[config.mk]
export PLATFORM = sky130hd
export DESIGN_NAME = rv_regfile
export DESIGN_NICKNAME = d
export VERILOG_FILES = /design/src/rtl/rv_pkg.sv /design/src/rtl/rv_regfile.sv
export SDC_FILE = /design/constraint.sdc
export NUM_CORES = 1
export LEC_CHECK = 0
export ABC_CLOCK_PERIOD_IN_PS = 6400
export BUFFER_PORTS_ARGS = -buffer_cell sky130_fd_sc_hd__buf_4
export CORE_UTILIZATION = 49
export DETAILED_ROUTE_END_ITERATION = 6
export PLACE_DENSITY = 0.75
export RECOVER_POWER = 50
export SKIP_LAST_GASP = 1
export SYNTH_ARGS = -nofsm -noshare
export SYNTH_HDL_FRONTEND = slang
export SYNTH_SLANG_ARGS = --single-unit
[constraint.sdc]
create_clock -name clk -period 6.4 [get_ports clk]
set_input_delay 0.32 -clock clk [delete_from_list [all_inputs] [get_ports clk]]
set_output_delay 0.32 -clock clk [all_outputs]
set_load 0.05 [all_outputs]
[src/rtl/rv_pkg.sv]
package rv_pkg;

    typedef logic [31:0] word_t;
    typedef logic [4:0]  reg_addr_t;
    typedef logic [7:0]  byte_t;

    localparam int MEM_WORDS = 1024;   // 4 KB
    localparam int MEM_IDX_W = $clog2(MEM_WORDS);

    typedef logic [MEM_IDX_W-1:0] mem_index_t;

    localparam word_t UART_TX_ADDR = 32'h0001_0000;   // outside RAM
    localparam word_t RESET_PC     = 32'h0000_0000;

    // major opcodes
    localparam logic [6:0] OP_LUI    = 7'b0110111;
    localparam logic [6:0] OP_AUIPC  = 7'b0010111;
    localparam logic [6:0] OP_JAL    = 7'b1101111;
    localparam logic [6:0] OP_JALR   = 7'b1100111;
    localparam logic [6:0] OP_BRANCH = 7'b1100011;
    localparam logic [6:0] OP_LOAD   = 7'b0000011;
    localparam logic [6:0] OP_STORE  = 7'b0100011;
    localparam logic [6:0] OP_IMM    = 7'b0010011;
    localparam logic [6:0] OP_REG    = 7'b0110011;
    localparam logic [6:0] OP_FENCE  = 7'b0001111;
    localparam logic [6:0] OP_SYSTEM = 7'b1110011;

    typedef enum logic [3:0] {
        ALU_ADD, ALU_SUB, ALU_AND, ALU_OR, ALU_XOR,
        ALU_SLL, ALU_SRL, ALU_SRA, ALU_SLT, ALU_SLTU, ALU_PASS_B
    } alu_op_t;

    typedef enum logic [2:0] {
        BR_NONE, BR_EQ, BR_NE, BR_LT, BR_GE, BR_LTU, BR_GEU
    } branch_t;

    // values follow funct3[1:0] of loads and stores
    typedef enum logic [1:0] {
        MEM_BYTE, MEM_HALF, MEM_WORD
    } mem_size_t;

    typedef struct packed {
        reg_addr_t rs1;
        reg_addr_t rs2;
        reg_addr_t rd;
        word_t     imm;
        alu_op_t   alu_op;
        logic      use_imm;       // operand b from imm
        logic      use_pc;        // operand a from pc, auipc
        logic      reg_write;
        logic      mem_read;
        logic      mem_write;
        mem_size_t mem_size;
        logic      mem_unsigned;
        branch_t   branch;
        logic      jal;
        logic      jalr;
        logic      link;          // write back pc+4
    } ctrl_t;

    typedef struct packed {
        logic       we;
        mem_index_t addr;
        word_t      data;
    } prog_wr_t;

endpackage

[src/rtl/rv_regfile.sv]
module rv_regfile
    import rv_pkg::*;
(
    input  logic      clk,
    input  logic      reset,
    input  reg_addr_t i_rs1,
    input  reg_addr_t i_rs2,
    input  reg_addr_t i_rd,
    input  logic      i_we,
    input  word_t     i_wdata,
    output word_t     o_rs1_data,
    output word_t     o_rs2_data
);

    word_t regs [1:31];   // x0 has no storage

    assign o_rs1_data = (i_rs1 == '0) ? '0 : regs[i_rs1];
    assign o_rs2_data = (i_rs2 == '0) ? '0 : regs[i_rs2];

    always_ff @(posedge clk) begin
        if (!reset && i_we && i_rd != '0) begin
            regs[i_rd] <= i_wdata;
        end
    end

    // a written register reads back its new value in the next cycle
    a_write_readback: assert property (@(posedge clk)
        (!reset && i_we && i_rd != '0) |=>
            (i_rs1 != $past(i_rd) || o_rs1_data == $past(i_wdata)))
        else $error("register written last cycle read back a different value");

endmodule

==> results.md, run 1 <==
- CTS Buf Count: a little under 100
- Post-synth EDFFs: 992
- Commonest non-fill, non-tap cell in the layout: edfxtp_1
- Met2 WL: about 66 mm
- Synthesized netlist cell count: 2738
- TritonCTS Sinks: 992
- Critical Path Sink Type: primary output
- Predominant post-synthesis flop cell: edfxtp_1
- M1 WL: between 50 and 60 mm
- Htree depth: 3
- Setup bufs post-CTS: 0
- Max layer used: met5
- CP max FO: 58
- Top reg by flops: regs
- GP Congestion: between 0.8 and 0.9
- Global-route wire length before repair: between 200 and 250 mm
- Pin count of the biggest net entering global routing: 77
- Min-Delay Path Class: in -> reg
- Net Sw Frac: 0.247
- Static Leak: 17.1 nW
- DRT antenna net count: 0
- CP startpoint: i_rs1[0]
- Syn-to-layout area delta: 11.3%
- Slew Limit Headroom: -0.144
- Switching pwr: 0.00356 W
- Tmin final: 4.21 ns
- Cell Pwr Density: roughly 280 mW/mm^2
- Cell Rows: 112
- Fill count: between 7000 and 8000
- Drt wl/cell: around 36 um
- Status: finished, violations left
- Synth Area per Inst: between 15 and 20 um^2
- Critical path data arrival time: 3.89 ns
- Initial core utilization: 0.497
- Clock power frac: 0.396
- DR vias: 29707
- Final hold vios: 0
- Initial DRC Count: slightly above 5000
- #FFs+latches synth: 992
- Post-route cell area: approximately 0.052 mm^2
- Crit share post-route: 0.658
- Initial antenna violation count: 5
- Seq/Total Area, Yosys: 0.639
- Input/output buffers: 113
- Yosys warns: 0
- Drt first pass iters: 6
- Total gr overflow: 0
- Fmax: 237 MHz
- Final #Nets: 2865
- Max cap viols: 4
- Cell Area, Synth: approximately 0.047 mm^2
- Top flop regs: regs x992
- Worst Path Required: just over 6 ns
- Max VDD drop: about 0.19 mV
- Num ports: between 100 and 150
- Most frequent cells in the layout: edfxtp_1, mux2i_1, mux4_2
- Core box area: around 0.094 mm^2
- Clk pin slew, worst setup/hold paths: ~0.060 ns
- Setup violations, final: 0
- WL met3: 20.8 mm
- Total track usage: 0.304
- CTS hold repair buffers: 0
- CTS tree: done
- Share of layout cells above drive strength 1: 0.259
- Count of cell types in the netlist: 41
- Combinational share of power: 0.102
- RSZ-0062 raised after global routing: false
- Die ar.: 0.0963 mm^2
- Slew @ Worst Pin: around 1.7 ns
- Fin Setup TNS: 0 ns
- DIE HEIGHT: a little over 300 um
- Total routed wirelength: ~150 mm
- Post-route DRC violation count: 0
- PnR Total Power: around 0.014 W
- Clock tree buffer depth: 3
- Vias in the first global route: 29184
- Hpwl dp: around 88 mm
- Critical Path End: o_rs1_data[19]
- Failing checks: max-capacitance violations, max-slew violations
- Setup CP Type: in -> out
- Flop pwr share: 0.501
- Clk root buf: clkbuf_16
- Die W: 310 um
- Resized cells post-CTS: 0
- Worst Setup Start Kind: input pin
- Syn_nets: 2788
- Max reg flops: a little under 1000
- Post-Place Cell Area: 0.0488 mm^2
- Power Internal: 0.0108 W
- Post-DR vias/cell: between 7 and 8
- Slew Viols, Final: 28
- Fraction of registers with async set/reset: 0
worst min-delay path by stage:
stage,to,start,cells after the start
floorplan,regs[10][0],i_wdata[0],0
global placement,regs[14][28],i_wdata[28],1
detailed placement,regs[13][2],i_wdata[2],1
CTS,regs[24][30],i_wdata[30],1
global route,regs[16][7],i_rd[2],3
finish,regs[16][7],i_rd[3],3
power by group through the flow:
stage | Clock (W) | Sequential (W) | Combinational [W]
global route | 0.00594 | 0.00722 | 0.00152
detailed placement | 0 | 0.00735 | 0.00146
global placement | 0 | 0.00734 | 0.00144
floorplan | 0 | 0.00735 | 0.000910
CTS | 0.00572 | 0.00721 | 0.00146
finish | 0.00571 | 0.00722 | 0.00148
cell usage after synthesis (all sizes together), types with 3 or more instances:
cell type | count | area (um^2)
a211oi | 32 | 240
a21oi | 79 | 395
a221oi | 66 | 578
a22o | 92 | 806
a22oi | 68 | 510
a31oi | 32 | 200
and2 | 3 | 18.8
buf | 141 | 923
clkbuf | 83 | 318
edfxtp | 992 | 29800
mux2 | 160 | 1800
mux2i | 395 | 3950
mux4 | 226 | 5090
nand2 | 53 | 199
nand2b | 3 | 18.8
nand3b | 4 | 30.0
nor2 | 82 | 318
nor2b | 6 | 37.5
nor3 | 49 | 245
o211ai | 32 | 240
o21ai | 47 | 235
o221ai | 15 | 131
o22ai | 64 | 400
or3b | 3 | 26.3
through the flow:
stage | std cells | setup slack, ns | util | hold WS, ns
2_1_floorplan | 2738 | 3.77 | - | 0.419
3_3_place_gp | 3968 | 2.40 | 0.521 | 0.720
3_5_place_dp | 3968 | 2.35 | 0.521 | 0.735
4_1_cts | 4150 | 2.36 | 0.555 | 0.0146
5_1_grt | 4153 | 2.11 | 0.553 | 0.353
6_report | 4154 | 2.19 | 0.553 | 0.367
layout make-up:
class                           count  area, um^2  area share
Antenna cell                        4        10.0    0.000193
Clock buffer                      119        2570      0.0496
Clock inverter                     63         583      0.0112
Inverter                            1        3.75   0.0000724
Multi-Input combinational cell   1521       15800       0.306
Sequential cell                   992       29800       0.574
Tap cell                         1254        1570      0.0303
Timing Repair Buffer              200        1480      0.0285
metal layers:
layer,vias to the layer above,global-route usage
met5,-,0
met2,2465,0.449
met4,4,0.148
li1,11632,-
met3,444,0.0892
met1,15162,0.414
critical path, cell delays in order:
cell and delay, ns:
buf_8 0.48, buf_4 0.74, mux2i_1 0.22, a22o_1 0.30, nor3_1 0.79, a221oi_1 0.10
o21ai_1 0.48, buf_4 0.30
kinds of logic (layout without fill, tap and decap cells):
logic type	after synthesis	count (layout)	share of synthesized area
DFF	992	992	0.639
muxes	781	781	0.233
AOI/OAI and AO/OA	528	528	0.0808
buffers and inverters	225	383	0.0267
and+or+nand+nor	212	212	0.0206
other	0	4	0
Power figures use the tool's default switching activity.
==> inputs of run 2 (changes only) <==
Settings changed: ABC_CLOCK_PERIOD_IN_PS 6400 to 3400, PLACE_DENSITY 0.75 to 0.77.
Clock period 6.4 ns to 3.4 ns, I/O delays scaled along.
==> run 2 against run 1 <==
  * The flow still finishes with violations (max-capacitance violations, max-slew violations)
  * Combinational power increased by 100%
  * Critical path depth is 1 lower
  * Highest routed layer unchanged
  * Cell count rose by 3.0%
  * Clock-buffer cell count down 8
  * Clock power increased by 87%
==> results.md, run 2 (synthesized netlist as in run 1, its figures left out) <==
- CP startpoint: regs[10][21]
- Setup violations, final: 0 (unchanged)
- Worst hold stages: 3 (unchanged)
- GRT met2 Usage: 0.465 (+0.0162)
- Global route hottest layer: met2
- GP Congestion: 0.878 (-0.89%)
- Max cap viols: 2 (-2)
- Post-layout util: 0.568 (+0.0147)
- Drt first pass iters: 6 (unchanged)
- Most frequent cells in the layout: edfxtp_1, mux2i_1, mux4_2
- Clock tree buffer depth: 3 (unchanged)
- Num ports: 114 (unchanged)
- Slew Viols, Final: 26 (-7.1%)
- Syn-to-layout area delta: 14.2%
- Critical path data arrival time: 3.03 ns (-0.86 ns)
- Post-route DRC violation count: 0 (unchanged)
- Critical Path Stages: 7 (-1)
- Initial core utilization: 0.497 (unchanged)
- Initial DRC Count: 4638 (-8.0%)
- Met3 Use GR: 0.102 (+0.0123)
- Non-filler cells, final: 4278 (+3.0%)
- Drt wl/cell: 35.2 um (-1.2%)
- Pin count of the biggest net entering global routing: 78 (+1.3%)
- CTS tree: done
- Hpwl dp: 92.5 mm (+5.6%)
- Slew Limit Headroom: -0.0849 (+0.0590)
- Final #Nets: 2990 (+4.4%)
- Die W: 310 um (unchanged)
- Worst Setup Start Kind: flop
- Critical Path End: o_rs1_data[21]
- Crit-path max cell delay: 0.58 ns (-0.21 ns)
- Resized cells post-CTS: 0 (unchanged)
- Clk pin slew, worst setup/hold paths: 0.06 ns (about the same)
- Buf/Inv on CP: 2 (-1)
- DR vias: 30636 (+3.1%)
- RSZ-0062 raised after global routing: false
- Crit share post-route: 0.940
- Final hold vios: 0 (unchanged)
- CTS Buf Count: 96 (-3.0%)
- Setup bufs post-CTS: 0 (unchanged)
- Fin Setup TNS: 0 ns (unchanged)
- Share of layout cells above drive strength 1: 0.278 (+0.0189)
- Placed Cells: 4064 (+2.4%)
- Htree depth: 3 (unchanged)
- Fmax: about 310 MHz
- Failing checks: max-capacitance violations, max-slew violations
- Met1 global-route usage: 0.407 (-0.00704)
- Total track usage: 0.311 (+0.00644)
- Critical Path Sink Type: primary output
- CP max FO: 2 (-97%)
- Top flop regs: regs x992
- Core box area: 0.0937 mm^2 (unchanged)
- Total gr overflow: 0 (unchanged)
- Total routed wirelength: 151 mm (+1.8%)
- Max VDD drop: 0.354 mV (+82%)
- TritonCTS Sinks: 992 (unchanged)
- Post-Place Cell Area: 0.0500 mm^2 (+2.3%)
- DIE HEIGHT: 310 um (unchanged)
- Top reg by flops: regs
- Max reg flops: 992 (unchanged)
- Crit path cell chain: mux2i_1 > a22o_1 > nor3_1 > a221oi_1 > o21ai_1 > buf_4 > buf_4
- DRT antenna net count: 0 (unchanged)
- Vias in the first global route: 30102 (+3.1%)
- Min-Delay Path Class: in -> reg
- Fill count: 6860 (-3.0%)
- Slew @ Worst Pin: 1.63 ns (-0.0822 ns)
- Commonest non-fill, non-tap cell in the layout: edfxtp_1
- Status: finished, violations left
- Cell Pwr Density: 512 mW/mm^2 (+84%)
- Initial antenna violation count: 11 (+6)
- Setup CP Type: reg -> out
- Slowest cell on the critical path: o21ai_1
- Static Leak: 17.8 nW (+4.1%)
- Post-route cell area: 0.0532 mm^2 (+2.7%)
- Input/output buffers: 113 (unchanged)
- CP top delay family: compound AO/OA/AOI/OAI gates
- Clk root buf: clkbuf_16
- Worst Path Required: 3.23 ns (-2.85 ns)
- Post-DR vias/cell: 7.16 (+0.14%)
- Cell Rows: 112 (unchanged)
- Most frequent CP cell: buf_4
- Global-route wire length before repair: 212 mm (+2.0%)
- Tmin final: approximately 3.2 ns
- Die ar.: 0.0963 mm^2 (unchanged)
run 2: changes by cell type in the layout (fill, tap and decap cells not counted), sizes merged:
cell and change:
dlygate4sd3 +32, clkbuf -5, bufinv +3, diode +1, buf +93, clkinvlp -2
inv +2
run 2: layout make-up:
class	instances	area [um^2]	share of cell area
Antenna cell	5	12.5	0.000235
Clock buffer	111	2520	0.0474
Clock inverter	66	583	0.0110
Inverter	1	3.75	0.0000705
Multi-Input combinational cell	1521	15900	0.298
Sequential cell	992	29800	0.560
Tap cell	1254	1570	0.0295
Timing Repair Buffer	328	2900	0.0544
run 2: worst min path at each step:
stage / slack (ns) / startpoint / endpoint
finish: 0.24 / i_rd[3] / regs[28][15]
global route: 0.24 / i_rd[3] / regs[28][28]
CTS: 0.25 / i_rd[0] / regs[24][23]
detailed placement: 0.59 / i_wdata[27] / regs[13][27]
global placement: 0.57 / i_wdata[27] / regs[14][27]
floorplan: 0.27 / i_wdata[0] / regs[10][0]
run 2: stage by stage:
stage / power [W] / hold slack [ns] / setup WS, ns
after global routing: 0.0278 / 0.240 / 0.209
after detailed placement: 0.0167 / 0.586 / 0.398
after global placement: 0.0167 / 0.570 / 0.466
after CTS: 0.0272 / 0.255 / 0.276
after floorplan: 0.0155 / 0.269 / 0.918
final: 0.0273 / 0.238 / 0.203
run 2: per-layer routing:
layer | vias up | routed length, um
li1 | 11890 | -
met1 | 15567 | 52700
met2 | 2639 | 67500
met3 | 526 | 22200
met4 | 14 | 8080
met5 | - | 98
run 2: where the power goes:
group          total [W]  switching, W  internal, W
clock             0.0107       0.00461      0.00607
combinational    0.00301       0.00195      0.00106
sequential        0.0136     0.0000387       0.0135
total             0.0273       0.00660       0.0207
run 2: what timing repair did:
| action | CTS | global route |
|---|---|---|
| endpoints found under the setup margin | 0 | 0 |
| hold endpoints to repair | 992 | 0 |
| hold buffers | 32 | 0 |
