[src/rtl/rv_pkg.sv]
package rv_pkg;

    typedef logic [31:0] word_t;
    typedef logic [4:0]  reg_addr_t;
    typedef logic [7:0]  byte_t;

    localparam int MEM_WORDS = 1024;   // 4 KB
    localparam int MEM_IDX_W = $clog2(MEM_WORDS);

    typedef logic [MEM_IDX_W-1:0] mem_index_t;

    localparam word_t UART_TX_ADDR = 32'h0001_0000;   // outside RAM
    localparam word_t RESET_PC     = 32'h0000_0000;

    // major opcodes
    localparam logic [6:0] OP_LUI    = 7'b0110111;
    localparam logic [6:0] OP_AUIPC  = 7'b0010111;
    localparam logic [6:0] OP_JAL    = 7'b1101111;
    localparam logic [6:0] OP_JALR   = 7'b1100111;
    localparam logic [6:0] OP_BRANCH = 7'b1100011;
    localparam logic [6:0] OP_LOAD   = 7'b0000011;
    localparam logic [6:0] OP_STORE  = 7'b0100011;
    localparam logic [6:0] OP_IMM    = 7'b0010011;
    localparam logic [6:0] OP_REG    = 7'b0110011;
    localparam logic [6:0] OP_FENCE  = 7'b0001111;
    localparam logic [6:0] OP_SYSTEM = 7'b1110011;

    typedef enum logic [3:0] {
        ALU_ADD, ALU_SUB, ALU_AND, ALU_OR, ALU_XOR,
        ALU_SLL, ALU_SRL, ALU_SRA, ALU_SLT, ALU_SLTU, ALU_PASS_B
    } alu_op_t;

    typedef enum logic [2:0] {
        BR_NONE, BR_EQ, BR_NE, BR_LT, BR_GE, BR_LTU, BR_GEU
    } branch_t;

    // values follow funct3[1:0] of loads and stores
    typedef enum logic [1:0] {
        MEM_BYTE, MEM_HALF, MEM_WORD
    } mem_size_t;

    typedef struct packed {
        reg_addr_t rs1;
        reg_addr_t rs2;
        reg_addr_t rd;
        word_t     imm;
        alu_op_t   alu_op;
        logic      use_imm;       // operand b from imm
        logic      use_pc;        // operand a from pc, auipc
        logic      reg_write;
        logic      mem_read;
        logic      mem_write;
        mem_size_t mem_size;
        logic      mem_unsigned;
        branch_t   branch;
        logic      jal;
        logic      jalr;
        logic      link;          // write back pc+4
    } ctrl_t;

    typedef struct packed {
        logic       we;
        mem_index_t addr;
        word_t      data;
    } prog_wr_t;

endpackage

[src/rtl/rv_decoder.sv]
module rv_decoder
    import rv_pkg::*;
(
    input  word_t i_inst,
    output ctrl_t o_ctrl
);

    logic [6:0] opcode;
    logic [2:0] funct3;
    logic [6:0] funct7;
    word_t      imm_i;
    word_t      imm_s;
    word_t      imm_b;
    word_t      imm_u;
    word_t      imm_j;
    alu_op_t    op_alu;
    logic       reg_ok;
    logic       imm_ok;

    assign opcode = i_inst[6:0];
    assign funct3 = i_inst[14:12];
    assign funct7 = i_inst[31:25];

    assign imm_i = {{20{i_inst[31]}}, i_inst[31:20]};
    assign imm_s = {{20{i_inst[31]}}, i_inst[31:25], i_inst[11:7]};
    assign imm_b = {{19{i_inst[31]}}, i_inst[31], i_inst[7], i_inst[30:25], i_inst[11:8], 1'b0};
    assign imm_u = {i_inst[31:12], 12'h000};
    assign imm_j = {{11{i_inst[31]}}, i_inst[31], i_inst[19:12], i_inst[20],
                    i_inst[30:21], 1'b0};

    // funct7 legal only as zero or the sub/sra pattern, m extension falls out here
    assign reg_ok = (funct7 == 7'b0000000) ||
                    (funct7 == 7'b0100000 && (funct3 == 3'b000 || funct3 == 3'b101));
    assign imm_ok = (funct3 == 3'b001) ? (funct7 == 7'b0000000) :
                    (funct3 == 3'b101) ? (funct7 == 7'b0000000 || funct7 == 7'b0100000) :
                    1'b1;

    // shared by register and immediate forms
    always_comb begin
        case (funct3)
            3'b000:  op_alu = (opcode == OP_REG && funct7[5]) ? ALU_SUB : ALU_ADD;
            3'b001:  op_alu = ALU_SLL;
            3'b010:  op_alu = ALU_SLT;
            3'b011:  op_alu = ALU_SLTU;
            3'b100:  op_alu = ALU_XOR;
            3'b101:  op_alu = funct7[5] ? ALU_SRA : ALU_SRL;
            3'b110:  op_alu = ALU_OR;
            default: op_alu = ALU_AND;
        endcase
    end

    always_comb begin
        o_ctrl          = '0;
        o_ctrl.rs1      = i_inst[19:15];
        o_ctrl.rs2      = i_inst[24:20];
        o_ctrl.rd       = i_inst[11:7];
        o_ctrl.alu_op   = ALU_ADD;
        o_ctrl.branch   = BR_NONE;
        o_ctrl.mem_size = MEM_WORD;

        case (opcode)
            OP_LUI: begin
                o_ctrl.imm       = imm_u;
                o_ctrl.alu_op    = ALU_PASS_B;
                o_ctrl.use_imm   = 1'b1;
                o_ctrl.reg_write = 1'b1;
            end
            OP_AUIPC: begin
                o_ctrl.imm       = imm_u;
                o_ctrl.use_pc    = 1'b1;
                o_ctrl.use_imm   = 1'b1;
                o_ctrl.reg_write = 1'b1;
            end
            OP_JAL: begin
                o_ctrl.imm       = imm_j;
                o_ctrl.jal       = 1'b1;
                o_ctrl.link      = 1'b1;
                o_ctrl.reg_write = 1'b1;
            end
            OP_JALR: begin
                if (funct3 == 3'b000) begin
                    o_ctrl.imm       = imm_i;
                    o_ctrl.jalr      = 1'b1;
                    o_ctrl.link      = 1'b1;
                    o_ctrl.reg_write = 1'b1;
                end
            end
            OP_BRANCH: begin
                o_ctrl.imm = imm_b;
                case (funct3)
                    3'b000:  o_ctrl.branch = BR_EQ;
                    3'b001:  o_ctrl.branch = BR_NE;
                    3'b100:  o_ctrl.branch = BR_LT;
                    3'b101:  o_ctrl.branch = BR_GE;
                    3'b110:  o_ctrl.branch = BR_LTU;
                    3'b111:  o_ctrl.branch = BR_GEU;
                    default: o_ctrl.branch = BR_NONE;
                endcase
            end
            OP_LOAD: begin
                if (funct3[1:0] != 2'b11 && funct3 != 3'b110) begin   // lb lh lw lbu lhu
                    o_ctrl.imm          = imm_i;
                    o_ctrl.mem_read     = 1'b1;
                    o_ctrl.reg_write    = 1'b1;
                    o_ctrl.mem_size     = mem_size_t'(funct3[1:0]);
                    o_ctrl.mem_unsigned = funct3[2];
                end
            end
            OP_STORE: begin
                if (!funct3[2] && funct3[1:0] != 2'b11) begin
                    o_ctrl.imm       = imm_s;
                    o_ctrl.mem_write = 1'b1;
                    o_ctrl.mem_size  = mem_size_t'(funct3[1:0]);
                end
            end
            OP_IMM: begin
                if (imm_ok) begin
                    o_ctrl.imm       = imm_i;   // shamt sits in imm[4:0]
                    o_ctrl.use_imm   = 1'b1;
                    o_ctrl.alu_op    = op_alu;
                    o_ctrl.reg_write = 1'b1;
                end
            end
            OP_REG: begin
                if (reg_ok) begin
                    o_ctrl.alu_op    = op_alu;
                    o_ctrl.reg_write = 1'b1;
                end
            end
            OP_FENCE, OP_SYSTEM: ;   // fence, ecall, ebreak run as nops
            default: ;
        endcase
    end

endmodule

[config.mk]
export PLATFORM = sky130hd
export DESIGN_NAME = rv_decoder
export DESIGN_NICKNAME = d
export VERILOG_FILES = /design/src/rtl/rv_pkg.sv /design/src/rtl/rv_decoder.sv
export SDC_FILE = /design/constraint.sdc
export NUM_CORES = 1
export LEC_CHECK = 0
export BUFFER_PORTS_ARGS = -buffer_cell sky130_fd_sc_hd__buf_2
export CORE_MARGIN = 2
export CORE_UTILIZATION = 38
export DETAILED_ROUTE_END_ITERATION = 16
export PLACE_DENSITY = 0.85
export SYNTH_ARGS = -nofsm -noshare
export SYNTH_HDL_FRONTEND = slang
export SYNTH_SLANG_ARGS = --single-unit
[constraint.sdc]
create_clock -name vclk -period 2.3
set_input_delay 0.23 -clock vclk [all_inputs]
set_output_delay 0.23 -clock vclk [all_outputs]
set_load 0.005 [all_outputs]
==> run metrics, run 1 <==
syn avg cell area=approximately 6.6 sq um; Worst EP required=around 2.1 ns; violation count after the first detailed-route iteration=17; CP Launch Type=input port; Pwr Density=between 100 and 150 nW/um^2; die span in x=around 54 um; final instance area=1356 sq um; Area Growth Syn to Fin=42.63%; first-pass GRT wire length=around 4500 um; critical path peak fanout=15; min Tclk post-route=~2.1 ns; FF+latch area=0 sq um; antenna cells=0; max cap viols=0; net count after synthesis=between 150 and 200; Mapped Cells=between 100 and 150; fin crit share=92.59%; status=finished, final reports clean; Routed Antenna Nets=0; core area=between 2000 and 2500 sq um; TNS Setup=0 ns; register area share after synthesis=0%; Netlist cell types=45; DRC Markers=0; vias in the first global route=1074; final slew viol count=0; Synthesis Warnings=0; post-CTS setup buffers=0; filler instances=between 200 and 300; die height=approximately 54 um; final setup fails=0; initial antenna violation count=0; port bufs=between 90 and 100; Initial Util=approximately 40%; placed inst area=about 1400 sq um; unrepaired setup endpoints after global routing=no; leak pwr=roughly 0.96 nW; largest net degree at the start of global routing=16; Final HPWL DP=about 2600 um; Slew @ Worst Pin=0.4018 ns; Row Count=18; IO Pins=a little under 100; Net count, final=254; mapped cell area=950.9 sq um; Overall Global Routing Usage=19.69%; Peak VDD IR=0.07033 mV; Worst Setup End Kind=output port; area of the multi-input gates=773.2 sq um; overall routed net length=about 3200 um; sequential cells=0; drt first pass iters=4; die area=2919 sq um; final hold viol count=0; Max Fclk=between 0.4 and 0.5 GHz; layout cells sized above 1=between 50% and 60%; Max-slew headroom=~73%; vias per cell=5.396; GPL Wtd Cong=approximately 0.84; Min-Delay Path Class=input port to output port; clock buffers=0; GRT overflow=0; DR WL/cell=approximately 13 um; Arr. time, crit path=1.90 ns; Critical Setup Path Class=input port to output port; via count=1349
==> cell type report <==
class                      instances  area share [%]
inverter                           6           1.661
multi-input combinational        112           57.01
tap                               30           2.768
timing repair buffer             102           38.56
==> placed cells by master, fill, tap and decap left out, types with 2 or more instances in the layout <==
cell      synthesis  final
o32ai_1           2      2
nand2_1           7      7
inv_1             6      6
nor3_1            6      6
nor4_2            1      2
a22o_1            5      5
or3_1             4      4
o21ai_0           4      4
or4_4             2      2
a21oi_1           3      3
a21o_1           19     19
and3_1            2      2
nor2_1           13     13
a31oi_1           6      6
nand2b_1          4      4
and4_1            2      2
and2_1            7      7
buf_4            15      5
buf_2             3     97
==> logic make-up (layout without fill, tap and decap cells) <==
kind of cell	after synthesis	count (layout)	share of synthesized area [%]
AOI/OAI and AO/OA	49	49	38.29
buffers and inverters	31	108	19.34
and+or+nand+nor	61	61	40.53
xor gates and xnor gates	2	2	1.842
==> where the power goes <==
part | switching [mW] | internal, mW | leakage [nW] | total (mW)
logic | 0.0763 | 0.0609 | 0.957 | 0.137
registers | 0 | 0 | 0 | 0
clock network | 0 | 0 | 0 | 0
==> what timing repair did <==
action                     4_1_cts  5_1_grt
setup endpoints to repair        0       10
gates resized for setup          0        1
hold buffers                     0        0
==> synthesized netlist by cell type, types with 4 or more instances <==
cell type / n / area [sq um]
nand2b_1: 4 / 25.02
and2_1: 7 / 43.79
nand2_1: 7 / 26.28
o21ai_0: 4 / 20.02
clkbuf_1: 6 / 22.52
a31oi_1: 6 / 37.54
nor2_1: 13 / 48.80
a22o_1: 5 / 43.79
inv_1: 6 / 22.52
buf_4: 15 / 112.6
or3_1: 4 / 25.02
a21o_1: 19 / 142.6
nor3_1: 6 / 30.03
==> final timing paths <==
| kind | slack, ns | start | end | depth (start not counted) |
|---|---|---|---|---|
| worst min-delay path | 0.64 | i_inst[9] | o_ctrl[52] | 2 |
| worst max-delay path | 0.17 | i_inst[13] | o_ctrl[49] | 7 |
==> metal layers <==
layer	track usage (%)	wire length [um]	vias up
li1	-	-	678
met1	25.98	1267	592
met2	36.18	1521	77
met3	1.111	345	2
met4	1.667	24	0
met5	0	0	-
==> critical path, cell delays in order <==
cell,delay [ns]
buf_2,0.18
nand2b_1,0.22
a31oi_1,0.27
nor3_2,0.12
or4_4,0.57
o21a_1,0.19
buf_2,0.12
==> through the flow <==
stage	power (mW)	util, %	std cells	worst slack [ns]	hold slack (ns)
floorplan	0.08130	-	143	0.5227	0.4927
detailed placement	0.1358	55.50	250	0.1115	0.6403
global route	0.1532	55.76	250	0.1092	0.6504
CTS	0.1363	55.50	250	0.1043	0.6403
global placement	0.1336	55.50	250	0.1953	0.6396
finish	0.1371	55.76	250	0.1704	0.6399
Note: power is estimated with default switching activity, not from simulation.
==> run 2, diff against run 1 <==
- CORE_UTILIZATION: 38 -> 41
- PLACE_DENSITY: 0.85 -> 0.91
- clock period: 2.3 -> 2.7 ns (I/O delays scaled with it)
==> run 2 against run 1 <==
Hold slack better by 0.081 ns. Power down 17%. Flip-flop and latch count is the same. Largest cell class unchanged. Clock-buffer cell count is the same. Final cell count shrank 2.0%. Core utilization up 4.1 points. Non-clock buffer count decreased by 3. Highest routed layer is now met3. First-iteration DRC count up 41%. Critical path depth did not move. Die area decreased by 6.8%. Sequential share of layout area unchanged. Via count shrank 0.74%.
==> run metrics, run 2 (synthesis results as in run 1) <==
largest net degree at the start of global routing=16; CP startpoint=i_inst[25]; violation count after the first detailed-route iteration=24; unrepaired setup endpoints after global routing=no; FF+latch area=0 sq um; core area=2212 sq um; Net count, final=about 250; area of the multi-input gates=767.0 sq um; Final HPWL DP=2494 um; min Tclk post-route=between 2 and 2.5 ns; Hold Startpoint=i_inst[10]; Max-slew headroom=between 60% and 70%; IO Pins=97; via count=~1300; Routed Antenna Nets=0; Max Fclk=between 0.4 and 0.5 GHz; WHS Path Cells=2; port bufs=97; Worst Setup End Kind=output port; Design Power=roughly 110 uW; PostCTS Resize Cnt=0; drt first pass iters=6; final hold viol count=0; Worst EP required=around 2.4 ns; worst setup margin=0.3652 ns; Critical Setup Path Class=input port to output port; placed inst area=roughly 1300 sq um; Min-Delay Endpoint=o_ctrl[53]; Area Growth Syn to Fin=39.34%; CP Launch Type=input port; final setup fails=0; status=finished, final reports clean; final instance area=between 1000 and 1500 sq um; DR WL/cell=~13 um; vias in the first global route=1092; clock buffers=0; TNS Setup=0 ns; die height=~52 um; leak pwr=0.9412 nW; sequential cells=0; Row Count=17; max cap viols=0; first-pass GRT wire length=4498 um; post-CTS setup buffers=0; GPL Wtd Cong=roughly 0.85; layout cells sized above 1=50.23%; vias per cell=around 5.5; Arr. time, crit path=around 2.1 ns; DRC Markers=0; Overall Global Routing Usage=20.48%; overall routed net length=between 3000 and 4000 um; hold buffer count at CTS=0; initial antenna violation count=0; Pwr Density=86.21 nW/um^2; filler instances=approximately 240; final hold slack=0.7210 ns; Min-Delay Path Class=input port to output port; most frequent cells in the layout=buf_2, a21o_1, nor2_1, nand2_1, and2_1; Slew @ Worst Pin=between 0.5 and 0.6 ns; Initial Util=about 43%; Post-Place Setup Slack=~0.42 ns; commonest non-fill, non-tap cell in the layout=buf_2; GRT overflow=0; critical path peak fanout=11; Peak VDD IR=around 0.061 mV; final slew viol count=0; fin crit share=86.47%; antenna cells=0; die area=between 2000 and 3000 sq um; die span in x=approximately 52 um
==> run 2: cell types whose count changed in the layout (fill, tap and decap cells not counted), sizes merged <==
cell,delta
buf,-3
==> run 2: power by group <==
group | switching (mW) | total (mW) | internal [mW]
combinational | 0.0637 | 0.114 | 0.0505
sequential | 0 | 0 | 0
clock | 0 | 0 | 0
==> run 2: worst max-delay path by stage <==
| stage | to | slack, ns |
|---|---|---|
| after floorplan | o_ctrl[38] | 0.84 |
| after global placement | o_ctrl[46] | 0.50 |
| after detailed placement | o_ctrl[43] | 0.42 |
| after CTS | o_ctrl[38] | 0.40 |
| after global routing | o_ctrl[15] | 0.19 |
| final | o_ctrl[43] | 0.37 |
==> run 2: layer usage <==
| layer | vias up | part of all wire [%] | track usage [%] |
|---|---|---|---|
| li1 | 670 | - | - |
| met1 | 607 | 45 | 25.43 |
| met2 | 62 | 47 | 39.45 |
| met3 | 0 | 7.8 | 1.437 |
| met4 | 0 | 0 | 1.709 |
| met5 | - | 0 | 0 |
==> run 2: layout make-up <==
cell class                 count  area share [%]
inverter                       6           1.700
multi-input combinational    112           57.88
tap                           28           2.644
timing repair buffer          99           37.77
==> run 2: worst max-delay path: stages <==
cell and delay, ns:
buf_2 0.11, nor4_1 0.49, a31oi_1 0.23, or4_4 0.54, nand3_2 0.20, a21o_1 0.12, buf_2 0.11
==> run 2: per-stage QoR <==
stage                     util, %  cells
after global routing        59.90    245
after CTS                   59.90    245
after global placement      59.90    245
after detailed placement    59.90    245
after floorplan                 -    143
final                       59.90    245
