<file path="src/rtl/rv_pkg.sv">
package rv_pkg;

    typedef logic [31:0] word_t;
    typedef logic [4:0]  reg_addr_t;
    typedef logic [7:0]  byte_t;

    localparam int MEM_WORDS = 1024;   // 4 KB
    localparam int MEM_IDX_W = $clog2(MEM_WORDS);

    typedef logic [MEM_IDX_W-1:0] mem_index_t;

    localparam word_t UART_TX_ADDR = 32'h0001_0000;   // outside RAM
    localparam word_t RESET_PC     = 32'h0000_0000;

    // major opcodes
    localparam logic [6:0] OP_LUI    = 7'b0110111;
    localparam logic [6:0] OP_AUIPC  = 7'b0010111;
    localparam logic [6:0] OP_JAL    = 7'b1101111;
    localparam logic [6:0] OP_JALR   = 7'b1100111;
    localparam logic [6:0] OP_BRANCH = 7'b1100011;
    localparam logic [6:0] OP_LOAD   = 7'b0000011;
    localparam logic [6:0] OP_STORE  = 7'b0100011;
    localparam logic [6:0] OP_IMM    = 7'b0010011;
    localparam logic [6:0] OP_REG    = 7'b0110011;
    localparam logic [6:0] OP_FENCE  = 7'b0001111;
    localparam logic [6:0] OP_SYSTEM = 7'b1110011;

    typedef enum logic [3:0] {
        ALU_ADD, ALU_SUB, ALU_AND, ALU_OR, ALU_XOR,
        ALU_SLL, ALU_SRL, ALU_SRA, ALU_SLT, ALU_SLTU, ALU_PASS_B
    } alu_op_t;

    typedef enum logic [2:0] {
        BR_NONE, BR_EQ, BR_NE, BR_LT, BR_GE, BR_LTU, BR_GEU
    } branch_t;

    // values follow funct3[1:0] of loads and stores
    typedef enum logic [1:0] {
        MEM_BYTE, MEM_HALF, MEM_WORD
    } mem_size_t;

    typedef struct packed {
        reg_addr_t rs1;
        reg_addr_t rs2;
        reg_addr_t rd;
        word_t     imm;
        alu_op_t   alu_op;
        logic      use_imm;       // operand b from imm
        logic      use_pc;        // operand a from pc, auipc
        logic      reg_write;
        logic      mem_read;
        logic      mem_write;
        mem_size_t mem_size;
        logic      mem_unsigned;
        branch_t   branch;
        logic      jal;
        logic      jalr;
        logic      link;          // write back pc+4
    } ctrl_t;

    typedef struct packed {
        logic       we;
        mem_index_t addr;
        word_t      data;
    } prog_wr_t;

endpackage

</file>
<file path="src/rtl/rv_alu.sv">
module rv_alu
    import rv_pkg::*;
(
    input  ctrl_t i_ctrl,
    input  word_t i_pc,
    input  word_t i_rs1_data,
    input  word_t i_rs2_data,
    output word_t o_result,
    output word_t o_addr,
    output logic  o_branch_taken
);

    word_t      op_a;
    word_t      op_b;
    logic [4:0] shamt;
    logic       eq;
    logic       lt;
    logic       ltu;

    assign op_a  = i_ctrl.use_pc ? i_pc : i_rs1_data;
    assign op_b  = i_ctrl.use_imm ? i_ctrl.imm : i_rs2_data;
    assign shamt = op_b[4:0];

    // branches have both operands from registers, so one comparator serves slt too
    assign eq  = (op_a == op_b);
    assign lt  = ($signed(op_a) < $signed(op_b));
    assign ltu = (op_a < op_b);

    always_comb begin
        case (i_ctrl.alu_op)
            ALU_ADD:    o_result = op_a + op_b;
            ALU_SUB:    o_result = op_a - op_b;
            ALU_AND:    o_result = op_a & op_b;
            ALU_OR:     o_result = op_a | op_b;
            ALU_XOR:    o_result = op_a ^ op_b;
            ALU_SLL:    o_result = op_a << shamt;
            ALU_SRL:    o_result = op_a >> shamt;
            ALU_SRA:    o_result = $signed(op_a) >>> shamt;
            ALU_SLT:    o_result = {31'b0, lt};
            ALU_SLTU:   o_result = {31'b0, ltu};
            ALU_PASS_B: o_result = op_b;
            default:    o_result = '0;
        endcase
    end

    always_comb begin
        case (i_ctrl.branch)
            BR_EQ:   o_branch_taken = eq;
            BR_NE:   o_branch_taken = !eq;
            BR_LT:   o_branch_taken = lt;
            BR_GE:   o_branch_taken = !lt;
            BR_LTU:  o_branch_taken = ltu;
            BR_GEU:  o_branch_taken = !ltu;
            default: o_branch_taken = 1'b0;
        endcase
    end

    assign o_addr = i_rs1_data + i_ctrl.imm;   // loads, stores, jalr

endmodule

</file>
<file path="config.mk">
export PLATFORM = sky130hd
export DESIGN_NAME = rv_alu
export DESIGN_NICKNAME = d
export VERILOG_FILES = /design/src/rtl/rv_pkg.sv /design/src/rtl/rv_alu.sv
export SDC_FILE = /design/constraint.sdc
export NUM_CORES = 1
export LEC_CHECK = 0
export CAP_MARGIN = 25
export CORE_UTILIZATION = 45
export DETAILED_ROUTE_END_ITERATION = 12
export DONT_BUFFER_PORTS = 1
export GPL_ROUTABILITY_DRIVEN = 0
export MAX_ROUTING_LAYER = met4
export SYNTH_ARGS = -nofsm -noshare
export SYNTH_HDL_FRONTEND = slang
export SYNTH_SLANG_ARGS = --single-unit
</file>
<file path="constraint.sdc">
create_clock -name vclk -period 19.4
set_input_delay 3.88 -clock vclk [all_inputs]
set_output_delay 3.88 -clock vclk [all_outputs]
set_load 0.01 [all_outputs]
</file>
==> results_dict.tcl, run 1 <==
set metrics [dict create \
    cp_max_fo 50 \
    die_area_um2 24880 \
    syn_nets 1946 \
    clock.fmax_mhz 77.72 \
    netSwitchingFraction_pct 66.71 \
    pin_count 226 \
    max_cap_viol_count 0 \
    seq_cells 0 \
    grt_usage_pct 37.02 \
    fp.coreArea_um2 23610 \
    nets 1861 \
    wirelength_um 46400 \
    min_from "i_ctrl[15]" \
    yosysUniqueCellTypes 81 \
    post-place-ws_ps 6670 \
    synthCells 1652 \
    yosys-top-cells-area "ha_1 (15%), mux2i_1 (12%), a21oi_1 (7.0%)" \
    holdPathStages 1 \
    crit_path_end_kind "output pin" \
    crit_required_ps 15520 \
    critPathLaunchType "primary input" \
    relSlewSlack_pct 21.22 \
    final.setup.tns_ps 0 \
    ant_nets 0 \
    netSwitchingPower_mw 0.3008 \
    cp.arrival_ps 8990 \
    status "finished, final reports clean" \
    drc 0 \
    hp-class "primary input to output pin" \
    rsz0062_at_grt "false" \
    grt_max_degree 65 \
    antenna_found_initial 1 \
    post-cts-setup-buffers 0 \
    maxSlewViolCount 0 \
    die-height_um 157.7 \
    critPathKind "primary input to output pin" \
    hpwlAfterDp_um 36440 \
    post_drt_wl_per_cell_um 24.62 \
    finalCritPeriodShare_pct 66.32 \
    static-leakage-power_nw 4.842 \
    post_cts_resized 0 \
    internal_power_mw 0.1501 \
    hold_viol_final 0 \
    p_per_area_nw_per_um2 40.77 \
    avgSynthCellArea_um2 6.606 \
    period_needed_ps 12870 \
    p_comb_share_pct 100.0 \
    nClkBuffers 0 \
    die_w_um 157.7 \
    whs_endpoint "o_result[0]" \
    fin_ws_ps 6533 \
    grt_pass1_vias 11960 \
    seq_area_um2 0 \
    syn_to_final_growth_pct 1.353 \
    viasPerCell 6.956 \
    synth_warnings 0 \
    power.share.clock_pct 0 \
    vias 13110 \
    hold_buffers 0 \
    drt_iter0_drc 1794 \
    io_buffer_count 0 \
    yosysTopAreaCellShare_pct 14.90 \
    tightest_slew_ps 1152 \
    rows 56 \
    grt-ovfl-total 0 \
    peakVddDrop_mv 0.01553 \
    finalSetupViolCount 0 \
    netlist_area_um2 10910 \
    grt_pass1_wl_um 69410 \
    yosysMostFrequentCell "nor2_1" \
    fillers 2558 \
    seqPwrFrac_pct 0 \
    synth_commonest_cells "nor2_1 (194), a21oi_1 (153), mux2i_1 (136), ha_1 (130), nand2_1 (130)" \
    layout-drive-gt1-share_pct 5.815 \
    initial_core_util_pct 46.22 \
    ys_seq_area_share_pct 0 \
    firstDrtPassIters 7 \
    synth_top_area_cell "ha_1" \
]
==> metal layers <==
metal / wire length [µm] / GRT usage, % / vias up
li1: - / - / 5997
met1: 18510 / 46.60 / 6050
met2: 20140 / 58.49 / 904
met3: 5552 / 7.008 / 162
met4: 2208 / 13.45 / 0
met5: 0 / - / -
==> power by group through the flow <==
stage,Sequential [mW],Clock (mW),Combinational [mW]
6_report,0,0.00000000209,0.451
4_1_cts,0,0,0.434
2_1_floorplan,0,0,0.328
3_3_place_gp,0,0,0.430
5_1_grt,0,0.00000000122,0.482
3_5_place_dp,0,0,0.432
==> worst max-delay path: stages <==
cell and delay, ps:
mux2i_4 180, buf_4 600, clkinv_1 210, buf_4 340, ha_1 330, fa_1 520
a211oi_1 400, o21ai_0 270, a31oi_1 420, o31ai_1 220, a2111oi_0 660, nor4_1 220
or4_1 510, nand3_1 190
==> worst max path at each step <==
stage	start	to	slack, ps	depth (start not counted)
after CTS	i_ctrl[13]	o_result[24]	6650	14
after global routing	i_ctrl[13]	o_result[24]	6260	14
after detailed placement	i_ctrl[13]	o_result[24]	6670	14
after floorplan	i_ctrl[13]	o_result[0]	7510	16
final	i_ctrl[13]	o_result[24]	6530	14
after global placement	i_ctrl[13]	o_result[24]	6720	14
==> through the flow <==
step	hold slack [ps]	instance area [µm²]	total power [mW]	std cells	utilization [%]
final	7902	11060	0.4509	1885	46.84
after global routing	7904	11060	0.4817	1885	46.84
after CTS	7897	11060	0.4344	1884	46.83
after detailed placement	7897	11060	0.4325	1884	46.83
after global placement	7898	11060	0.4298	1884	46.83
after floorplan	7900	10910	0.3281	1652	-
==> cell families (layout without fill, tap and decap cells) <==
family / after synthesis / after routing / share of synthesized area, %
other cells: 0 / 1 / 0
fa+ha+maj: 133 / 133 / 15.46
buf+inv: 222 / 135 / 8.301
simple gates: 493 / 493 / 20.35
mux: 176 / 176 / 17.29
xor+xnor: 30 / 30 / 2.408
compound gates: 598 / 598 / 36.20
==> final cells by class <==
cell class         instances  area (µm²)  share of cell area [%]
diodes                     1       2.502                 0.02262
inverters                111       416.7                   3.767
multi-input cells       1430       10060                   90.97
well taps                319       399.1                   3.609
repair buffers            24       180.2                   1.629
==> layout by cell type (no fill, tap or decap), types with 31 or more instances in the layout <==
| cell type | instances |
|---|---|
| nor2_1 | 194 |
| a21oi_1 | 153 |
| mux2i_1 | 133 |
| nand2_1 | 130 |
| ha_1 | 130 |
| o21ai_0 | 119 |
| inv_1 | 106 |
| nand3_1 | 35 |
| a221oi_1 | 35 |
| nor3_1 | 34 |
| o22ai_1 | 33 |
| mux2_2 | 31 |
No activity file was read; power rests on OpenSTA's default activity.
==> inputs of run 2 (changes only) <==
Settings changed: ABC_AREA from default to 1.
Clock period 19.4 ns to 10.8 ns, I/O delays scaled along.
==> results_dict.tcl, run 2 <==
set metrics [dict create \
    status "finished, final reports clean" \
    rows 61 \
    netlist_area_um2 12720 \
    die_area_um2 28940 \
    grt-ovfl-total 0 \
    nClkBuffers 0 \
    critPathLaunchType "primary input" \
    io_buffer_count 0 \
    post-place-ws_ps 2936 \
    crit_end "o_result[13]" \
    period_needed_ps 8141 \
    grt_pass1_vias 15680 \
    rsz0062_at_grt "false" \
    ys_seq_area_share_pct 0 \
    max_cap_viol_count 0 \
    post_cts_resized 0 \
    cp_max_fo 34 \
    layout_common_cells "nand2_1 (829), nand3_1 (350), inv_1 (287)" \
    pin_count 226 \
    clock.fmax_mhz 122.8 \
    yosysTopAreaCellShare_pct 24.47 \
    hpwlAfterDp_um 49080 \
    fp.coreArea_um2 27780 \
    finalSetupViolCount 0 \
    critPathKind "primary input to output pin" \
    initial_core_util_pct 45.78 \
    syn_to_final_growth_pct -0.8068 \
    post_drt_wl_per_cell_um 21.76 \
    viasPerCell 6.253 \
    syn_nets 2788 \
    static-leakage-power_nw 6.775 \
    layout-drive-gt1-share_pct 4.203 \
    die_w_um 170.1 \
    final.setup.tns_ps 0 \
    seq_area_um2 0 \
    grt_max_degree 67 \
    tightest_slew_ps 1089 \
    grt_pass1_wl_um 89900 \
    critPathLaunch "i_ctrl[13]" \
    hold_buffers 0 \
    synth_commonest_cells "nand2_1 (829), nand3_1 (350), inv_1 (287), nor2_1 (189), a21oi_1 (158)" \
    die-height_um 170.1 \
    grt_usage_pct 41.79 \
    yosysMostFrequentCell "nand2_1" \
    yosys-top-cells-area "nand2_1 (24%), nand3_1 (14%), ha_1 (13%)" \
    antenna_found_initial 1 \
    synth_warnings 0 \
    crit_required_ps 8640 \
    fin_ws_ps 2659 \
    cp.arrival_ps 5980 \
    crit_path_end_kind "output pin" \
    drc 0 \
    vias 17400 \
    mostFrequentLayoutCell "nand2_1" \
    wirelength_um 60560 \
    hp-class "primary input to output pin" \
    maxSlewViolCount 0 \
    finalCritPeriodShare_pct 75.38 \
    hold_ws_ps 4468 \
    relSlewSlack_pct 27.12 \
    p_total_mw 0.8835 \
    nets 2699 \
    firstDrtPassIters 7 \
    drt_iter0_drc 2853 \
    ant_nets 0 \
    p_per_area_nw_per_um2 70.03 \
    peakVddDrop_mv 0.03726 \
    synth_top_area_cell "nand2_1" \
    hold_viol_final 0 \
    yosysUniqueCellTypes 52 \
    post-cts-setup-buffers 0 \
    avgSynthCellArea_um2 5.099 \
    seq_cells 0 \
    synthCells 2494 \
]
## run 2: cell types whose count changed after synthesis, sizes merged, moves of 22 or more
cell,previous run,this run
nand3,35,355
a221oi,35,3
mux2i,141,0
mux2,31,0
inv,109,302
a211oi,24,2
or2,8,30
nand4,10,36
buf,35,88
nand2,130,857
clkbuf,76,13
## run 2: power by group
part           internal (mW)  switching (mW)
Clock           0.0000000248               0
Sequential                 0               0
Combinational          0.235           0.648
## run 2: how the worst min path moves through the flow
stage | start | end | slack (ps) | depth (start not counted)
5_1_grt | i_rs1_data[0] | o_addr[0] | 4470 | 1
3_5_place_dp | i_rs1_data[0] | o_addr[0] | 4470 | 1
2_1_floorplan | i_rs1_data[0] | o_addr[0] | 4460 | 1
6_report | i_rs1_data[0] | o_addr[0] | 4470 | 1
4_1_cts | i_rs1_data[0] | o_addr[0] | 4470 | 1
3_3_place_gp | i_rs1_data[0] | o_addr[0] | 4460 | 1
## run 2: layer usage
| layer | global-route usage, % | share of wire (%) | up-vias |
|---|---|---|---|
| met5 | - | 0 | - |
| met4 | 24.56 | 7.7 | 0 |
| met3 | 10.95 | 15 | 310 |
| met2 | 61.39 | 41 | 1309 |
| met1 | 51.10 | 37 | 7766 |
| li1 | - | - | 8017 |
## run 2: cells by family after synthesis
group,Yosys count,share of synthesized area (%)
AO/OA/AOI/OAI,394,18.18
XOR/XNOR,31,2.135
adder cells (fa/ha/maj),133,13.26
AND/OR/NAND/NOR,1529,52.19
buffers and inverters,407,14.23
## run 2: cell type report
cell class / count / area, µm²
fillers: 3258 / 15170
multi-input cells: 2087 / 10910
inverters: 306 / 1154
well taps: 378 / 473.0
repair buffers: 10 / 75.07
diodes: 2 / 5.005
## run 2: worst max-delay path: stages
cell      delay, ps
inv_2           390
nand2_4          80
nand2_4         430
inv_2           420
ha_1            590
inv_1           130
a21oi_1         300
nand3_1         260
nand2_1         140
nand3b_1        220
o21ai_0         220
nand2_1          70
nor2_1          320
nand2_1         220
## run 2: stage by stage
stage | std cells | util [%] | instance area (µm²)
3_5_place_dp | 2781 | 45.39 | 12610
5_1_grt | 2783 | 45.41 | 12610
4_1_cts | 2781 | 45.39 | 12610
2_1_floorplan | 2494 | - | 12720
6_report | 2783 | 45.41 | 12610
3_3_place_gp | 2780 | 45.36 | 12600
==> inputs of run 3 (changes only) <==
Settings changed: ABC_AREA 1 to 0.
Clock period 10.8 ns to 7.65 ns, I/O delays scaled along.
==> results_dict.tcl, run 3 (synthesis results as in run 1) <==
set metrics [dict create \
    mostFrequentLayoutCell "nor2_1" \
    clock.fmax_mhz 136.1 \
    tightest_slew_ps 985.2 \
    finalCritPeriodShare_pct 96.08 \
    cp_max_fo 32 \
    fp.coreArea_um2 23610 \
    hpwlAfterDp_um 36700 \
    internal_power_mw 0.3968 \
    cp.arrival_ps 5820 \
    hold_ws_ps 3208 \
    antenna_found_initial 2 \
    static-leakage-power_nw 4.924 \
    grt_pass1_vias 11870 \
    grt_pass1_wl_um 69020 \
    post_drt_wl_per_cell_um 24.33 \
    period_needed_ps 7350 \
    min_from "i_rs1_data[0]" \
    wirelength_um 46310 \
    vias 13090 \
    die-height_um 157.7 \
    seq_cells 0 \
    layout-drive-gt1-share_pct 6.827 \
    netSwitchingFraction_pct 65.81 \
    critPathLaunchType "primary input" \
    die_area_um2 24880 \
    crit_path_end_kind "output pin" \
    nClkBuffers 0 \
    maxSlewViolCount 0 \
    hold_viol_final 0 \
    hp-class "primary input to output pin" \
    firstDrtPassIters 7 \
    grt_max_degree 63 \
    critPathKind "primary input to output pin" \
    drt_iter0_drc 1743 \
    seq_area_um2 0 \
    syn_to_final_growth_pct 2.557 \
    post-cts-setup-buffers 0 \
    netSwitchingPower_mw 0.7639 \
    p_per_area_nw_per_um2 103.7 \
    status "finished, final reports clean" \
    layout_common_cells "nor2_1 (194), a21oi_1 (153), mux2i_1 (133)" \
    p_total_mw 1.161 \
    crit_required_ps 6120 \
    io_buffer_count 0 \
    max_cap_viol_count 0 \
    holdPathStages 1 \
    ant_nets 0 \
    finalInstanceArea_um2 11190 \
    grt_usage_pct 36.92 \
    rows 56 \
    pin_count 226 \
    die_w_um 157.7 \
    whs_endpoint "o_addr[0]" \
    initial_core_util_pct 46.22 \
    nets 1878 \
    p_comb_share_pct 100.0 \
    peakVddDrop_mv 0.04810 \
    final.setup.tns_ps 0 \
    drc 0 \
    relSlewSlack_pct 32.62 \
    viasPerCell 6.879 \
    place_area_um2 11190 \
    seqPwrFrac_pct 0 \
    rsz0062_at_grt "false" \
    finalSetupViolCount 0 \
    utilization_pct 47.40 \
    power.share.clock_pct 0 \
    grt-ovfl-total 0 \
]
## run 3: changes by cell type in the layout (fill, tap and decap cells not counted), moves of 26 or more
| cell | change |
|---|---|
| mux2_2 | +31 |
| nand4_1 | -26 |
| a221oi_1 | +34 |
| nand3_1 | -315 |
| buf_4 | +31 |
| inv_1 | -181 |
| nand2_1 | -699 |
| mux2i_1 | +133 |
## run 3: per-stage QoR
stage	std cells	setup slack, ps
6_report	1903	300.0
3_3_place_gp	1901	464.4
4_1_cts	1901	407.6
3_5_place_dp	1901	440.4
2_1_floorplan	1652	458.9
5_1_grt	1903	58.74
## run 3: how the worst max path moves through the flow
stage,to,cells after the start,slack [ps],from
2_1_floorplan,o_result[0],16,460,i_ctrl[13]
3_3_place_gp,o_result[20],13,460,i_ctrl[12]
3_5_place_dp,o_result[20],13,440,i_ctrl[12]
4_1_cts,o_result[20],13,410,i_ctrl[12]
5_1_grt,o_result[20],13,60,i_ctrl[12]
6_report,o_result[20],13,300,i_ctrl[12]
## run 3: power by group through the flow
stage	clock network, mW	registers [mW]	logic (mW)
6_report	0.00000000551	0	1.16
5_1_grt	0.0000000115	0	1.24
4_1_cts	0	0	1.12
3_5_place_dp	0	0	1.12
3_3_place_gp	0	0	1.11
2_1_floorplan	0	0	0.832
## run 3: final cells by class
class | instances | area, µm²
fillers | 2515 | 12420
multi-input cells | 1430 | 10060
inverters | 111 | 416.7
well taps | 319 | 399.1
repair buffers | 41 | 307.8
diodes | 2 | 5.005
## run 3: metal layers
metal  track usage, %  part of all wire (%)  vias to the layer above
met1            45.85                    39                     5981
met4            15.67                   4.7                        0
li1                 -                     -                     6043
met2            57.60                    43                      924
met3            7.665                    12                      142
met5                -                     0                        -
## run 3: timing repair
| action | 4_1_cts | 5_1_grt |
|---|---|---|
| gates resized for setup | 0 | 1 |
| setup endpoints to repair | 0 | 2 |
| hold buffers | 0 | 0 |
## run 3: worst max-delay path: stages
cell and delay (ps):
mux2i_1 410, inv_1 170, ha_1 300, fa_1 500, a211oi_1 420, o21ai_0 300, a31oi_1 360, o31ai_1 200
a2111oi_1 610, nor2_1 140, o221a_2 290, o221ai_1 330, buf_4 200
